<file path="config.mk">
export PLATFORM = sky130hd
export DESIGN_NAME = lc3b_core
export DESIGN_NICKNAME = d
export VERILOG_FILES = /design/src/hdl/lc3b_types.sv /design/src/hdl/control_rom.sv /design/src/hdl/decode.sv /design/src/hdl/execute.sv /design/src/hdl/lc3b_core.sv /design/src/hdl/regfile.sv /design/src/hdl/stage_reg.sv
export VERILOG_INCLUDE_DIRS = /design/src /design/src/hdl
export SDC_FILE = /design/constraint.sdc
export NUM_CORES = 1
export LEC_CHECK = 0
export ABC_AREA = 1
export BUFFER_PORTS_ARGS = -buffer_cell sky130_fd_sc_hd__buf_2
export CORE_UTILIZATION = 51
export DETAILED_ROUTE_END_ITERATION = 8
export PLACE_DENSITY = 0.78
export SLEW_MARGIN = 20
export SYNTH_ARGS = -nofsm -noshare
export SYNTH_HDL_FRONTEND = slang
export SYNTH_SLANG_ARGS = --single-unit
</file>
<file path="constraint.sdc">
create_clock -name clk -period 5.7 [get_ports clk]
set_clock_uncertainty 0.1 [all_clocks]
set_input_delay 0.57 -clock clk [delete_from_list [all_inputs] [get_ports clk]]
set_output_delay 0.57 -clock clk [all_outputs]
set_load 0.02 [all_outputs]
</file>
<file path="src/hdl/lc3b_config.svh">
`ifndef LC3B_CONFIG_SVH
`define LC3B_CONFIG_SVH

// datapath and instruction width
`define LC3B_WORD_WIDTH 16

// general purpose registers r0..r7
`define LC3B_NUM_REGS 8

`endif

</file>
<file path="src/hdl/lc3b_types.sv">
`default_nettype none

`include "lc3b_config.svh"

package lc3b_types;

typedef logic [`LC3B_WORD_WIDTH-1:0] lc3b_word;
typedef logic [2:0] lc3b_reg;
typedef logic [2:0] lc3b_nzp; // {n, z, p}

typedef enum logic [3:0] {
	op_br   = 4'b0000,
	op_add  = 4'b0001,
	op_ldb  = 4'b0010,
	op_stb  = 4'b0011,
	op_jsr  = 4'b0100,
	op_and  = 4'b0101,
	op_ldr  = 4'b0110,
	op_str  = 4'b0111,
	op_rti  = 4'b1000,
	op_not  = 4'b1001,
	op_ldi  = 4'b1010,
	op_sti  = 4'b1011,
	op_jmp  = 4'b1100,
	op_shf  = 4'b1101,
	op_lea  = 4'b1110,
	op_trap = 4'b1111
} lc3b_opcode;

typedef enum logic [1:0] {
	alu_add  = 2'b00,
	alu_and  = 2'b01,
	alu_not  = 2'b10,
	alu_pass = 2'b11 // passes operand b, used for lea
} alu_op;

typedef struct packed {
	alu_op aluop;
	logic alumux_sel;     // 1 = sext(imm5)
	logic regfilemux_sel; // 1 = sr2 from ir[11:9]
	logic lea_sel;
	logic sr1_needed;
	logic sr2_needed;
	logic ld_reg;
	logic ld_cc;
} lc3b_control_word;

typedef struct packed {
	logic valid;
	lc3b_word npc;
	lc3b_word ir;
} fetch_pkt;

typedef struct packed {
	logic valid;
	lc3b_control_word ctrl;
	lc3b_word npc;
	lc3b_word ir;
	lc3b_word sr1;
	lc3b_word sr2;
	lc3b_reg dr;
} decode_pkt;

typedef struct packed {
	logic valid;
	logic ld_reg;
	logic ld_cc;
	lc3b_reg dr;
	lc3b_word result;
	lc3b_nzp nzp;
} exec_pkt;

endpackage : lc3b_types

`default_nettype wire

</file>
<file path="src/hdl/control_rom.sv">
`timescale 1ns/1ps
`default_nettype none

module control_rom
	import lc3b_types::*;
(
	input lc3b_opcode opcode,
	input logic bit5,
	output lc3b_control_word ctrl
)
;

always_comb
begin
	// defaults: no load of any kind
	ctrl.aluop = alu_add;
	ctrl.alumux_sel = 1'b0;
	ctrl.regfilemux_sel = 1'b0;
	ctrl.lea_sel = 1'b0;
	ctrl.sr1_needed = 1'b0;
	ctrl.sr2_needed = 1'b0;
	ctrl.ld_reg = 1'b0;
	ctrl.ld_cc = 1'b0;

	case (opcode)
		op_add, op_and:
		begin
			ctrl.aluop = (opcode == op_add) ? alu_add : alu_and;
			ctrl.alumux_sel = bit5; // immediate form
			ctrl.sr1_needed = 1'b1;
			ctrl.sr2_needed = ~bit5;
			ctrl.ld_reg = 1'b1;
			ctrl.ld_cc = 1'b1;
		end

		op_not:
		begin
			ctrl.aluop = alu_not;
			ctrl.sr1_needed = 1'b1;
			ctrl.ld_reg = 1'b1;
			ctrl.ld_cc = 1'b1;
		end

		op_lea:
		begin
			ctrl.aluop = alu_pass;
			ctrl.lea_sel = 1'b1; // pc relative, no register sources
			ctrl.ld_reg = 1'b1;
			ctrl.ld_cc = 1'b1;
		end

		default: ;
	endcase
end

endmodule : control_rom

`default_nettype wire

</file>
<file path="src/hdl/decode.sv">
`timescale 1ns/1ps
`default_nettype none

module decode
	import lc3b_types::*;
(
	input logic clk,
	input logic rst,
	input fetch_pkt fetch,

	// dep check against execute
	input logic ex_valid,
	input logic ex_ld_reg,
	input lc3b_reg ex_drid,

	// writeback stage, also drives the regfile write
	input exec_pkt wb,

	output decode_pkt out,
	output logic dep_stall,
	output logic load_ex
);

lc3b_control_word ctrl;
lc3b_reg sr1_reg;
lc3b_reg sr2_reg;
lc3b_word sr1_data;
lc3b_word sr2_data;
logic sr1_hit;
logic sr2_hit;

// source matches a pending register write still in flight
function automatic logic pending_write(input lc3b_reg src, input logic ev, input logic eld,
	input lc3b_reg edr, input exec_pkt w);
	logic ex_match;
	logic wb_match;
	ex_match = ev && eld && (edr == src);
	wb_match = w.valid && w.ld_reg && (w.dr == src);
	return ex_match || wb_match;
endfunction

control_rom control_store
(
	.opcode(lc3b_opcode'(fetch.ir[15:12])),
	.bit5(fetch.ir[5]),
	.ctrl(ctrl)
);

assign sr1_reg = fetch.ir[8:6];
assign sr2_reg = ctrl.regfilemux_sel ? fetch.ir[11:9] : fetch.ir[2:0];

regfile regfile_int
(
	.clk(clk),
	.rst(rst),
	.load(wb.valid && wb.ld_reg),
	.in(wb.result),
	.src_a(sr1_reg),
	.src_b(sr2_reg),
	.dest(wb.dr),
	.reg_a(sr1_data),
	.reg_b(sr2_data)
);

always_comb
begin
	sr1_hit = ctrl.sr1_needed && pending_write(sr1_reg, ex_valid, ex_ld_reg, ex_drid, wb);
	sr2_hit = ctrl.sr2_needed && pending_write(sr2_reg, ex_valid, ex_ld_reg, ex_drid, wb);
	dep_stall = fetch.valid && (sr1_hit || sr2_hit);
	load_ex = fetch.valid && !dep_stall;
end

always_comb
begin
	out.valid = fetch.valid;
	out.ctrl = ctrl;
	out.npc = fetch.npc;
	out.ir = fetch.ir;
	out.sr1 = sr1_data;
	out.sr2 = sr2_data;
	out.dr = fetch.ir[11:9]; // every kept op writes ir[11:9]
end

endmodule : decode

`default_nettype wire

</file>
<file path="src/hdl/execute.sv">
`timescale 1ns/1ps
`default_nettype none

module execute
	import lc3b_types::*;
(
	input decode_pkt in,
	output exec_pkt out
);

lc3b_word imm5_sext;
lc3b_word offset9_addr;
lc3b_word operand_b;
lc3b_word alu_out;

assign imm5_sext = {{11{in.ir[4]}}, in.ir[4:0]};

// lea target, word offset scaled to bytes
assign offset9_addr = in.npc + {{6{in.ir[8]}}, in.ir[8:0], 1'b0};

always_comb
begin
	if (in.ctrl.lea_sel)
		operand_b = offset9_addr;
	else if (in.ctrl.alumux_sel)
		operand_b = imm5_sext;
	else
		operand_b = in.sr2;
end

always_comb
begin
	case (in.ctrl.aluop)
		alu_add: alu_out = in.sr1 + operand_b;
		alu_and: alu_out = in.sr1 & operand_b;
		alu_not: alu_out = ~in.sr1;
		default: alu_out = operand_b;
	endcase
end

always_comb
begin
	out.valid = in.valid;
	out.ld_reg = in.ctrl.ld_reg;
	out.ld_cc = in.ctrl.ld_cc;
	out.dr = in.dr;
	out.result = alu_out;
	out.nzp[2] = alu_out[15];
	out.nzp[1] = (alu_out == '0);
	out.nzp[0] = !alu_out[15] && (alu_out != '0);
end

endmodule : execute

`default_nettype wire

</file>
<file path="src/hdl/lc3b_core.sv">
`timescale 1ns/1ps
`default_nettype none

module lc3b_core
	import lc3b_types::*;
(
	input logic clk,
	input logic rst,
	input logic instr_valid,
	input lc3b_word instr,
	input lc3b_word instr_npc,
	output logic fetch_stall,
	output logic wb_valid,
	output lc3b_reg wb_dr,
	output lc3b_word wb_data,
	output lc3b_nzp wb_cc
);

fetch_pkt fetch_d;
fetch_pkt fetch_q;
decode_pkt dec_d;
decode_pkt dec_q;
exec_pkt exe_d;
exec_pkt exe_q;
logic dep_stall;
logic load_ex;
lc3b_nzp cc;

assign fetch_d = '{valid: instr_valid, npc: instr_npc, ir: instr};
assign fetch_stall = dep_stall;

// instruction latch, frozen while decode waits on a source
stage_reg #(.payload_t(fetch_pkt)) fetch_latch
(
	.clk(clk),
	.rst(rst),
	.load(!fetch_stall),
	.bubble(1'b0),
	.d(fetch_d),
	.q(fetch_q)
);

decode decode_i
(
	.clk(clk),
	.rst(rst),
	.fetch(fetch_q),
	.ex_valid(dec_q.valid),
	.ex_ld_reg(dec_q.ctrl.ld_reg),
	.ex_drid(dec_q.dr),
	.wb(exe_q),
	.out(dec_d),
	.dep_stall(dep_stall),
	.load_ex(load_ex)
);

stage_reg #(.payload_t(decode_pkt)) decode_ex_reg
(
	.clk(clk),
	.rst(rst),
	.load(1'b1),
	.bubble(!load_ex), // stalled or empty slot
	.d(dec_d),
	.q(dec_q)
);

execute execute_i
(
	.in(dec_q),
	.out(exe_d)
);

stage_reg #(.payload_t(exec_pkt)) ex_wb_reg
(
	.clk(clk),
	.rst(rst),
	.load(1'b1),
	.bubble(1'b0),
	.d(exe_d),
	.q(exe_q)
);

// writeback strobe lines up with the cc update
always_ff @(posedge clk)
begin
	if (rst)
	begin
		cc <= 3'b010;
		wb_valid <= 1'b0;
	end
	else
	begin
		if (exe_q.valid && exe_q.ld_cc)
			cc <= exe_q.nzp;
		wb_valid <= exe_q.valid && exe_q.ld_reg;
	end
	wb_dr <= exe_q.dr;
	wb_data <= exe_q.result;
end

assign wb_cc = cc;

endmodule : lc3b_core

`default_nettype wire

</file>
<file path="src/hdl/regfile.sv">
`timescale 1ns/1ps
`default_nettype none

`include "lc3b_config.svh"

module regfile
	import lc3b_types::*;
(
	input logic clk,
	input logic rst,
	input logic load,
	input lc3b_word in,
	input lc3b_reg src_a,
	input lc3b_reg src_b,
	input lc3b_reg dest,
	output lc3b_word reg_a,
	output lc3b_word reg_b
);

logic [`LC3B_WORD_WIDTH-1:0] data [`LC3B_NUM_REGS];

always_ff @(posedge clk)
begin
	if (rst)
	begin
		for (int i = 0; i < `LC3B_NUM_REGS; i++)
			data[i] <= '0;
	end
	else if (load)
	begin
		data[dest] <= in;
	end
end

// no bypass, a same-cycle write shows up next cycle
assign reg_a = data[src_a];
assign reg_b = data[src_b];

endmodule : regfile

`default_nettype wire

</file>
<file path="src/hdl/stage_reg.sv">
`timescale 1ns/1ps
`default_nettype none

// generic pipeline boundary register, cleared to zero on reset or bubble
module stage_reg
#(
	parameter type payload_t = logic
)
(
	input logic clk,
	input logic rst,
	input logic load,
	input logic bubble,
	input payload_t d,
	output payload_t q
);

always_ff @(posedge clk)
begin
	if (rst || bubble)
	begin
		q <= '0; // all zero means valid low
	end
	else if (load)
	begin
		q <= d;
	end
end

endmodule : stage_reg

`default_nettype wire

</file>
* Yosys cells after proc, flatten, opt, wreduce, memory -nomap -nowiden
Memories as Yosys holds them, arrays and structs flattened. A register that Yosys moved wholly into a read port is not among the register bits. Index checks and enable logic that the tools add are counted.
Cells by class: add/sub/neg operators 2, equality and inequality tests 10, multiplexer cells 17, bitwise gates (word level) 4, reduce and logical (&&, ||, !) cells 27
Operators with widths (number):
- two-way mux 16 bit | 3
- case mux 16 bit (3 select lines) | 1
- adder 16 bit | 2
- bitwise AND 16 bit | 1
- logical NOT 16 bit | 1
- inverter 16 bit | 1
- nonzero test 16 bit | 1
- OR reduction 16 bit | 1
- equality test 3 bit | 4
- logical AND 1 bit | 12
- two-way mux 1 bit | 10
- equality test 4 bit (second input constant) | 2
- case mux 2 bit (3 select lines) | 1
- equality test 4 x 1 -> 1 bit (second input constant) | 1
- equality test 4 x 3 -> 1 bit (second input constant) | 1
- logical OR 1 bit | 4
- OR reduction 2 bit | 2
- OR reduction 4 bit | 1
- logical NOT 1 bit | 3
- two-way mux 3 bit | 1
- OR reduction 3 bit | 1
- equality test 2 x 1 -> 1 bit (second input constant) | 1
- equality test 2 bit (second input constant) | 1
- logical NOT 2 bit | 1
- other kinds (2) | 3
Word-level totals: register bits after elaboration 116, memory bits (writable) 128, word-level logic and storage cells 83, memories 1
Memory list:
- decode_i.regfile_int.data | depth 8, bits a word 16, read ports 2, clocked after memory_dff 2, wr ports 8, RTL line regfile.sv:20 | logic [`LC3B_WORD_WIDTH-1:0] data [`LC3B_NUM_REGS];

* Longest topological paths before layout
Gate-level depths: netlist of run 1.
depth in word-level cells 11, gate-level depth with buffers 27, mapped depth without buffers 27

* By module
A second synthesis of run 1 with hierarchy kept.
Unflattened totals: cell total of the unflattened synthesis 2633, area, all modules 17140.2 µm²
By module, submodules not included:
- regfile | times used 1, cells an instance 1032, area each 7532.2 µm², sequential area each 3843.7 µm²
- stage_reg (decode_ex_reg) | times used 1, cells an instance 488, area each 3161.8 µm², sequential area each 1541.5 µm²
- execute | times used 1, cells an instance 572, area each 2771.4 µm², sequential area each 0.0 µm²
- stage_reg (fetch_latch) | times used 1, cells an instance 209, area each 1376.3 µm², sequential area each 660.6 µm²
- stage_reg (ex_wb_reg) | times used 1, cells an instance 159, area each 1047.3 µm², sequential area each 500.5 µm²
- decode | times used 1, cells an instance 103, area each 588.1 µm², sequential area each 0.0 µm²
- lc3b_core | times used 1, cells an instance 44, area each 544.3 µm², sequential area each 460.4 µm²
- control_rom | times used 1, cells an instance 26, area each 118.9 µm², sequential area each 0.0 µm²

* Least setup slack after synthesis of run 1
No wires, ideal clock.
kind flip-flop to flip-flop, start point reg decode_ex_reg.q[35] (netlist name), end point reg ex_wb_reg.q[0] (netlist name), library setup time 0.064 ns, arrival time 2.802 ns, data required time 5.536 ns, slack 2.735 ns, cell stages (with the launch flop) 23, clock period less this slack 2.965 ns, cells stage by stage dfxtp_1 -> ha_1 -> fa_1 -> nand3_1 -> nand2_1 -> nand3_1 -> nand3_1 -> nand2_1 -> nand3_1 -> nand2_1 -> inv_1 -> ha_1 -> inv_1 -> nor3_1 -> o21ai_0 -> and2_1 -> nand2_1 -> nand2_1 -> nand3_1 -> nand2_1 -> nor2_1 -> nand2_1 -> nor2_1
Between the ends: word-level cells in the longest chain between the ends 6
Ends and longest elaborated chain:
- from (decl) | RTL line stage_reg.sv:15 | output payload_t q
- from (signal assigned) | RTL line stage_reg.sv:22 | q <= '0;
- from (signal assigned) | RTL line stage_reg.sv:26 | q <= d;
- adder 16 bit / two-way mux 16 bit (equally long branches) | RTL line execute.sv:19, execute.sv:25
- two-way mux 16 bit (*) | RTL line execute.sv:23 | if (in.ctrl.lea_sel)
- adder 16 bit / bitwise AND 16 bit (equally long branches) | RTL line execute.sv:34, execute.sv:35
- case mux 16 bit (3 select lines) (*) | RTL line execute.sv:33 | case (in.ctrl.aluop)
- nonzero test 16 bit / logical NOT 1 bit (equally long branches) | RTL line execute.sv:50 | out.nzp[0] = !alu_out[15] && (alu_out != '0);
- logical AND 1 bit (*) | RTL line execute.sv:50
- to (signal assigned) | RTL line stage_reg.sv:22
- to (signal assigned) | RTL line stage_reg.sv:26
- to (decl) | RTL line stage_reg.sv:15
Mark *: on every way between the ends. The rest lies on a longest branch, timed or not. A chain may end at the register's enable or synchronous reset.

* Worst setup path after layout of run 1
start point reg fetch_latch.q[8] (netlist name), end point out fetch_stall
Between the ends: word-level cells in the longest chain between the ends 6
Ends and longest elaborated chain:
- from (decl) | RTL line stage_reg.sv:15
- from (signal assigned) | RTL line stage_reg.sv:22
- from (signal assigned) | RTL line stage_reg.sv:26
- equality test 3 bit (on tied branches) | RTL line decode.sv:37, decode.sv:38
- logical AND 1 bit (on tied branches) | RTL line decode.sv:37, decode.sv:38
- logical OR 1 bit (*) | RTL line decode.sv:39 | return ex_match || wb_match;
- logical AND 1 bit (*) | RTL line decode.sv:67 | sr1_hit = ctrl.sr1_needed && pending_write(sr1_reg, ex_valid, ex_ld_reg, ex_drid, wb);
- logical OR 1 bit (*) | RTL line decode.sv:69 | dep_stall = fetch.valid && (sr1_hit || sr2_hit);
- logical AND 1 bit (*) | RTL line decode.sv:69
- to (decl) | RTL line lc3b_core.sv:12 | output logic fetch_stall,
Marks and branches as above.

==> results of run 1 <==
-- cell type report --
type / count / area share
Inverter: 247 / 0.0615
Multi-Input combinational cell: 1194 / 0.381
Clock inverter: 17 / 0.00953
Sequential cell: 273 / 0.447
Clock buffer: 34 / 0.0493
Timing Repair Buffer: 68 / 0.0242
Tap cell: 335 / 0.0278
-- logic make-up (layout without fill, tap and decap cells) --
group / count (synthesis) / count (layout) / synth area share
AND/OR/NAND/NOR: 876 / 876 / 0.255
adder cells (fa/ha/maj): 32 / 32 / 0.0301
buffers and inverters: 335 / 366 / 0.0953
flip-flops: 273 / 273 / 0.488
XOR/XNOR: 6 / 6 / 0.00380
AO/OA/AOI/OAI: 280 / 280 / 0.128
-- through the flow --
step	util	area [µm²]
global placement	0.541	14200
finish	0.575	15100
global route	0.575	15100
CTS	0.575	15100
floorplan	-	13800
detailed placement	0.541	14200
-- placed cells by master (no fill, tap or decap), types with 3 or more instances in the layout --
cell type,netlist,layout
nor3_1,5,5
a211oi_1,3,3
inv_1,233,232
a21oi_1,53,53
nor2_1,296,296
inv_2,10,10
a31oi_1,3,3
nand2_1,429,429
buf_2,16,58
clkinv_1,3,11
clkinv_2,1,5
dfxtp_2,0,4
and2_1,4,4
ha_1,30,30
buf_4,2,10
inv_6,0,3
o21ai_0,81,81
nand4_1,9,9
o211ai_1,129,129
nand3b_1,4,4
nand3_1,124,124
xnor2_1,4,4
clkbuf_1,56,5
clkbuf_16,0,29
o22ai_1,5,5
edfxtp_1,128,128
dfxtp_1,145,141
-- sequential cells by signal, indices dropped and copies added, names as in the netlist --
signal,count
wb_valid,1
wb_dr,3
wb_cc,3
decode_i.regfile_int.data,128
wb_data,16
ex_wb_reg.q,23
fetch_latch.q,33
decode_ex_reg.q,66
-- per-layer routing --
layer	vias up	global-route usage	share of wire
li1	5896	-	-
met1	5614	0.377	0.43
met2	519	0.462	0.46
met3	91	0.0375	0.086
met4	0	0.0833	0.026
met5	-	0	0
-- where the power goes --
group          switching, µW  internal (µW)
clock                    765           1020
sequential              41.5           2110
combinational            227           95.9
total                   1030           3230
-- worst min-delay path by stage --
| stage | startpoint | to | slack (ns) | cells after the start |
|---|---|---|---|---|
| final | instr[3] | fetch_latch.q[3] | 0.12 | 3 |
| after global routing | instr_npc[7] | fetch_latch.q[23] | 0.11 | 3 |
| after CTS | instr[3] | fetch_latch.q[3] | 0.1 | 3 |
| after detailed placement | ex_wb_reg.q[16] | wb_data[13] | 0.25 | 0 |
| after global placement | ex_wb_reg.q[15] | wb_data[12] | 0.24 | 0 |
| after floorplan | ex_wb_reg.q[3] | wb_data[0] | 0.23 | 0 |
-- worst max-delay path: cells and delay by family (launching register included) --
family,cells,cell delay [ns]
flip-flops,1,0.89
AND/OR/NAND/NOR,5,0.53
buffers and inverters,3,0.99
AO/OA/AOI/OAI,1,0.10
==> out/qor.yml, run 1 <==
status:
  status: "complete, but fails checks"
  failed_checks: "design-rule violations"
final_layout:
  layout.cells.non_filler: 2168
  n_fill_cell: 2433
  seqCellArea_um2: 6750
  multi_input_area_um2: 5750
  nets: 1880
  num_antenna_cells: 0
  syn2layout_area_growth_pct: 9.34
  drive_gt1_frac: 0.0698
setup_path:
  reg2regPathDepth: 23
  worstPathMaxFanout: 33
  endpoint_kind: "primary output"
  path_cells: "inv_2 -> nand2_1 -> nand3_1 -> o41ai_1 -> nand2_1 -> nand2_2 -> nand2_2 -> clkinv_2 -> buf_2"
  crit_start: "fetch_latch.q[8]"
  crit_path_start_kind: "flop"
  critical_path_class: "reg2out"
  worstPathArrival_ns: 3.07
  endpoint: "fetch_stall"
  slowest_stage: "dfxtp_1"
  rr_endpoint: "ex_wb_reg.q[1]"
  critPathMaxStageDelay_ns: 0.89
  worstReg2RegStart: "decode_ex_reg.q[35]"
  worstPathRequired_ns: 5.03
  ff2ff_setup_slack_ns: 2.10
yosys:
  synth.distinct_cells: 36
  yosys.cell_count.top_type: "nand2_1"
  yosys.area.top_type_share: 0.278
  seq_area_frac_synth: 0.488
  ys_warn_count: 0
  synth_area_leader_cell: "edfxtp_1"
  synthesis.nets: 1869
  synth.avg_cell_area_um2: 7.66
  async_reset_ff_frac: 0
  synth_edf_count: 128
  netlist_instances: 1802
  synth_common_cells: "nand2_1 (429), nor2_1 (296), inv_1 (233)"
  synth.cell_area_um2: 13800
  synth-seq-cells: 273
  synth_flop_cell: "dfxtp_1"
  ys_top_cells_by_area: "edfxtp_1 (28%), dfxtp_1 (21%), nand2_1 (12%), nor2_1 (8.0%), o211ai_1 (7.0%)"
place:
  place_congestion: 0.989
  placed_cells: 2117
  place.port_buffers: 58
  dp_hpwl_mm: 26.5
  place_ws_ns: 2.13
clocking:
  clk_pin_slew_worst_paths_ns: 0.06
  cts_hold_buf: 0
  insertion_delay_ns: 0.56
  clockBufferDepth: 3
  cts_buffers: 29
  post_cts_buffers: 0
  clock-sinks: 273
  cts-root-buf: "clkbuf_16"
  cts_tree: "yes"
  cts_resized: 0
  htree_levels: 1
timing:
  final-hold-violation-count: 0
  setup-tns-final_ns: 0
  slew_headroom: 0.333
  clock.fmax_ghz: 0.268
  fin_crit_sh: 0.656
  hold_ws_ns: 0.118
  slew_violations: 0
  setup_violations: 0
  layout_min_cycle_time_ns: 3.74
  layout_setup_ws_ns: 1.96
  worstMarginPinSlew_ns: 0.999
  rsz0062_at_grt: "false"
floorplanning:
  core_area_um2: 26300
  ios: 59
  die_width_um: 167
  start_util: 0.526
  die-height_um: 167
  row_count: 59
  dieArea_um2: 27700
power_and_ir_drop:
  ir_worst_vdd_v: 0.000248
  power_uw: 4260
  power.density_nw_per_um2: 282
  leakage_uw: 0.00638
detailed_routing:
  ant_nets: 0
  drt_iter0_drc: 1325
  first_pass_iters: 8
  routedWlPerCell_um: 17.8
  viasPerCell: 5.59
  vias: 12120
  drc: 2
  routed_wl_mm: 38.6
grt:
  track_usage: 0.278
  antenna_found_initial: 0
  grt_pass1_vias: 11315
  grt_pass1_wl_mm: 60.7
  grt_max_degree: 67
  grt_overflow_total: 0
hold_path:
  hold_path.class: "in2reg"
flow_run:
  maxCapViolations: 0
Power figures use the tool's default switching activity.
==> inputs of run 2 (changes only) <==
Settings changed: PLACE_DENSITY 0.78 to 0.81.
Clock period 5.7 ns to 3.2 ns, I/O delays scaled along.
==> out/qor.yml, run 2 (synthesis results as in run 1) <==
grt:
  antenna_found_initial: 1  # +1
  grt_overflow_total: 0  # unchanged
  grt_max_degree: 67  # unchanged
  grt_pass1_wl_mm: 63.5  # +4.6%
  track_usage: 0.291  # +0.0132
  grt_pass1_vias: 12154  # +7.4%
detailed_routing:
  vias: 13012  # +7.4%
  ant_nets: 0  # unchanged
  wl_met2_mm: 20.1  # +13%
  routedWlPerCell_um: 18.2  # +2.0%
  drt_iter0_drc: 1395  # +5.3%
  dr_wl_met3_mm: 3.75  # +13%
  first_pass_iters: 9  # +1
  drc: 2  # unchanged
  wl_met1_mm: 16.0  # -3.0%
  routed_wl_mm: 41.7  # +8.2%
  viasPerCell: 5.66  # +1.3%
  top_layer_used: "met4"
final_layout:
  final_cell_mix: "nand2_1 (373), nor2_1 (283), inv_1 (215)"
  n_fill_cell: 2107  # -13%
  layout_commonest_cell: "nand2_1"
  largest_reg_flops: 128  # unchanged
  reg_top3: "decode_i.regfile_int.data (128), decode_ex_reg.q (66), fetch_latch.q (33)"
  drive_gt1_frac: 0.195  # +0.125
  top_register: "decode_i.regfile_int.data"
  layout.cells.non_filler: 2298  # +6.0%
  num_antenna_cells: 0  # unchanged
  nets: 2009  # +6.9%
  syn2layout_area_growth_pct: 23.9
timing:
  layout_min_cycle_time_ns: 3.13
  rsz0062_at_grt: "true"
  fin_crit_sh: 0.977
  slew_headroom: 0.460  # +0.127
  final-hold-violation-count: 0  # unchanged
  worstMarginPinSlew_ns: 0.805  # -0.194 ns
  clock.fmax_ghz: 0.320
  hold_ws_ns: 0.175  # +0.0572 ns
  slew_violations: 0  # unchanged
  setup_violations: 0  # unchanged
place:
  dp_hpwl_mm: 27.2  # +2.7%
  place_congestion: 0.955  # -3.4%
  placed_cells: 2198  # +3.8%
  place.port_buffers: 58  # unchanged
clocking:
  cts-root-buf: "clkbuf_16"
  insertion_delay_ns: 0.58  # +0.02 ns
  cts_tree: "yes"
  clock-sinks: 273  # unchanged
  clk_pin_slew_worst_paths_ns: 0.07  # about the same
  cts_buffers: 29  # unchanged
  clockBufferDepth: 3  # unchanged
  htree_levels: 1  # unchanged
setup_path:
  path_cells: "ha_4 -> fa_2 -> nand3_2 -> nand2_4 -> buf_6 -> nand2_4 -> nand3_4 -> nand2_1 -> inv_2 -> ha_4 -> nand2_4 -> nand3b_1 -> nand2_2 -> buf_6 -> nand2_1 -> nand2_1 -> o21ai_1 -> nand2_1 -> nand3_2 -> nor2_1 -> nand2_1 -> nor2_1 -> nor2_1"
  critPathMaxStageDelay_ns: 0.38  # -0.51 ns
  worstPathMaxFanout: 4  # -88%
  worstPathArrival_ns: 3.48  # +0.41 ns
  crit_top_cell: "nand2_1"
  worstPathRequired_ns: 3.56  # -1.47 ns
  worstReg2RegStart: "decode_ex_reg.q[52]"
  slowest_stage: "fa_2"
  endpoint_kind: "flop"
  critical_path_class: "reg2reg"
  crit_path_start_kind: "flop"
  crit_start: "decode_ex_reg.q[52]"
flow_run:
  maxCapViolations: 0  # unchanged
status:
  status: "complete, but fails checks"
  failed_checks: "design-rule violations"
floorplanning:
  start_util: 0.526  # unchanged
  ios: 59  # unchanged
  dieArea_um2: 27700  # unchanged
  die-height_um: 167  # unchanged
  core_area_um2: 26300  # unchanged
  row_count: 59  # unchanged
  die_width_um: 167  # unchanged
power_and_ir_drop:
  ir_worst_vdd_v: 0.000426  # +71%
  power.density_nw_per_um2: 475  # +68%
  leakage_uw: 0.00724  # +13%
hold_path:
  hold_path.class: "in2reg"
  holdCritStartpoint: "rst"
run 2: timing repair:
| item | 4_1_cts | 5_1_grt |
|---|---|---|
| pin swaps | 9 | 74 |
| buffers inserted | 1 | 14 |
| hold buffers | 33 | 0 |
| resized for setup | 36 | 155 |
| gates cloned | 0 | 0 |
| endpoints found under the hold margin | 33 | 0 |
| endpoints found under the setup margin | 8 | 9 |
run 2: worst paths after layout:
path,endpoint,depth (start not counted),slack (ns)
worst min register to register,wb_data[13],0,0.26
worst max-delay path,ex_wb_reg.q[0],23,0.07
worst max register to register,ex_wb_reg.q[0],23,0.07
worst min-delay path,fetch_latch.q[13],2,0.17
run 2: power breakdown:
group          switching, µW  internal (µW)  total (µW)
Clock                   1420           2150        3570
Combinational            465            265         729
Sequential              65.7           3760        3830
Total                   1950           6180        8130
run 2: final cells by class:
type | instances | area, µm² | share of cell area
Clock inverter | 9 | 139 | 0.00812
Timing Repair Buffer | 197 | 1470 | 0.0858
Tap cell | 335 | 419 | 0.0245
Multi-Input combinational cell | 1194 | 6510 | 0.380
Clock buffer | 43 | 883 | 0.0516
Inverter | 247 | 928 | 0.0543
Sequential cell | 273 | 6760 | 0.395
run 2: critical path, delay by kind of cell (launching register included):
kind / cells / cell delay [ns]
compound gates: 1 / 0.05
flops: 1 / 0.33
simple gates: 16 / 1.43
fa+ha+maj: 3 / 0.84
buf+inv: 3 / 0.29
run 2: metrics by stage:
step	setup TNS [ns]	setup WS, ns	cell area [µm²]	power, µW	utilization
floorplan	0	0.235	13800	4280	-
global placement	-1.66	-0.468	14800	4500	0.564
detailed placement	-1.59	-0.431	14800	4520	0.564
CTS	0	0.00332	16400	8080	0.624
global route	-0.403	-0.152	17100	8370	0.651
finish	0	0.0723	17100	8130	0.651
run 2: layer usage:
layer,vias to the layer above,global-route usage
li1,6148,-
met1,6026,0.369
met2,688,0.503
met3,150,0.0361
met4,0,0.119
met5,-,0
==> inputs of run 3 (changes only) <==
Settings changed: ABC_AREA 1 to not set, PLACE_DENSITY 0.81 to 0.8, SYNTH_HIERARCHICAL set to 1.
==> out/qor.yml, run 3 <==
status:
  status: "complete, but fails checks"
  failed_checks: "negative setup slack"
detailed_routing:
  wl_met2_mm: 20.3  # +0.53%
  routed_wl_mm: 41.9  # +0.27%
  dr_wl_met3_mm: 3.38  # -9.8%
  ant_nets: 0  # unchanged
  drc: 0  # -2
  drt_iter0_drc: 1115  # -20%
  vias: 11492  # -12%
  routedWlPerCell_um: 22.1  # +22%
  wl_met1_mm: 16.6  # +3.6%
  viasPerCell: 6.07  # +7.2%
  first_pass_iters: 5  # -4
  top_layer_used: "met4"
final_layout:
  syn2layout_area_growth_pct: 19.6
  nets: 1554  # -23%
  layout_commonest_cell: "buf_4"
  top_register: "decode_i/regfile_int/data"
  final_cell_mix: "buf_4 (178), nor2_1 (147), mux2i_1 (140)"
  num_antenna_cells: 0  # unchanged
  reg_top3: "decode_i/regfile_int/data (128), decode_ex_reg/q (67), fetch_latch/q (33)"
  n_fill_cell: 2192  # +4.0%
  largest_reg_flops: 128  # unchanged
  drive_gt1_frac: 0.296  # +0.102
  fin_area_um2: 18200  # +6.4%
yosys:
  ys_warn_count: 6  # +6
  netlist_instances: 1305  # -28%
  synth.avg_cell_area_um2: 11.7  # +52%
  synth.cell_area_um2: 15200  # +10%
flow_run:
  maxCapViolations: 0  # unchanged
setup_path:
  worstPathRequired_ns: 3.60  # +0.04 ns
  critical_path_class: "reg2reg"
  crit_path_start_kind: "flop"
  worstPathMaxFanout: 4  # unchanged
  endpoint_kind: "flop"
  worstPathArrival_ns: 4.68  # +1.20 ns
place:
  dp_hpwl_mm: 26.9  # -1.2%
  place_ws_ns: -1.18  # -0.747 ns
  place.port_buffers: 58  # unchanged
  place_congestion: 0.945  # -1.1%
  place_area_um2: 16500  # +11%
timing:
  layout_setup_ws_ns: -1.08  # -1.15 ns
  slew_violations: 0  # unchanged
  clock.fmax_ghz: 0.234  # -27%
  rsz0062_at_grt: "true"
  worstMarginPinSlew_ns: 1.04  # +0.239 ns
  setup_violations: 13  # +13
  slew_headroom: 0.304  # -0.156
  fin_crit_sh: 1.34  # +0.360
  final-hold-violation-count: 0  # unchanged
  hold_ws_ns: 0.287  # +0.112 ns
  layout_min_cycle_time_ns: 4.28  # +1.15 ns
clocking:
  cts_buffers: 29  # unchanged
  clock-sinks: 276  # +1.1%
  insertion_delay_ns: 0.57  # about the same
  clk_pin_slew_worst_paths_ns: 0.07  # about the same
  htree_levels: 1  # unchanged
  cts-root-buf: "clkbuf_16"
  clockBufferDepth: 3  # unchanged
  cts_tree: "yes"
floorplanning:
  dieArea_um2: 30500  # +10%
  row_count: 62  # +5.1%
  core_area_um2: 29000  # +10%
  ios: 59  # unchanged
  die_width_um: 175  # +4.9%
  die-height_um: 175  # +4.9%
  start_util: 0.525  # -0.00103
grt:
  track_usage: 0.270  # -0.0207
  grt_pass1_wl_mm: 64.2  # +1.1%
  grt_overflow_total: 0  # unchanged
  grt_pass1_vias: 11575  # -4.8%
  antenna_found_initial: 0  # -1
  grt_max_degree: 68  # +1.5%
power_and_ir_drop:
  leakage_uw: 0.00742  # +2.4%
  power.density_nw_per_um2: 420  # -12%
  ir_worst_vdd_v: 0.000422  # -0.92%
hold_path:
  hold_path.class: "reg2reg"
[run 3: repair_timing]
action,CTS,global route
gates resized for setup,33,52
hold endpoints to repair,34,0
hold buffers,34,0
buffers inserted,10,8
setup endpoints to repair,14,15
pin swaps,24,38
[run 3: cell type report]
cell class	instances	area, µm²	area share
Timing Repair Buffer	283	2130	0.117
Tap cell	384	480	0.0264
Multi-Input combinational cell	858	7710	0.424
Clock buffer	38	790	0.0434
Sequential cell	276	6820	0.375
Inverter	38	143	0.00784
Clock inverter	16	124	0.00680
[run 3: path summary, 6_finish.rpt]
| kind | from | endpoint | slack [ns] | cells past startpoint |
|---|---|---|---|---|
| max reg2reg | decode_ex_reg/q[36] | ex_wb_reg/q[1] | -1.08 | 17 |
| max | decode_ex_reg/q[36] | ex_wb_reg/q[1] | -1.08 | 17 |
| min | ex_wb_reg/q[3] | wb_data[0] | 0.29 | 0 |
| min reg2reg | ex_wb_reg/q[3] | wb_data[0] | 0.29 | 0 |
[run 3: per-layer routing]
layer	vias to the layer above	global-route usage
li1	5200	-
met1	5658	0.351
met2	526	0.448
met3	108	0.0446
met4	0	0.112
met5	-	0
[run 3: metrics by stage]
step                      cells   util  power, µW  TNS, ns
final                      1893  0.627       7640    -6.88
after global routing       1893  0.627       7870    -9.14
after CTS                  1888  0.617       7660    -6.60
after detailed placement   1793  0.568       4390    -7.30
after global placement     1793  0.568       4370    -6.62
after floorplan            1307      -       4280    -2.49
[run 3: critical path, cell delays in order, from the launching register on]
cell and delay [ns]:
dfxtp_4 0.37, ha_4 0.22, a211oi_2 0.24, o211ai_1 0.20, a31oi_1 0.24, xor2_1 0.25
a21oi_1 0.11, ha_1 0.38, and3_4 0.23, a211oi_2 0.04, a211o_1 0.29, nor2b_4 0.15
o211a_1 0.23, a32o_1 0.24, or4_4 0.50, a211oi_2 0.20, mux2i_1 0.11, nor2_1 0.11
[run 3: report_power, final]
group	total, µW	internal, µW	switching, µW	leakage, µW
clock	3260	1820	1440	0.000448
combinational	557	278	279	0.00447
sequential	3820	3770	54.3	0.00250
total	7640	5870	1770	0.00742
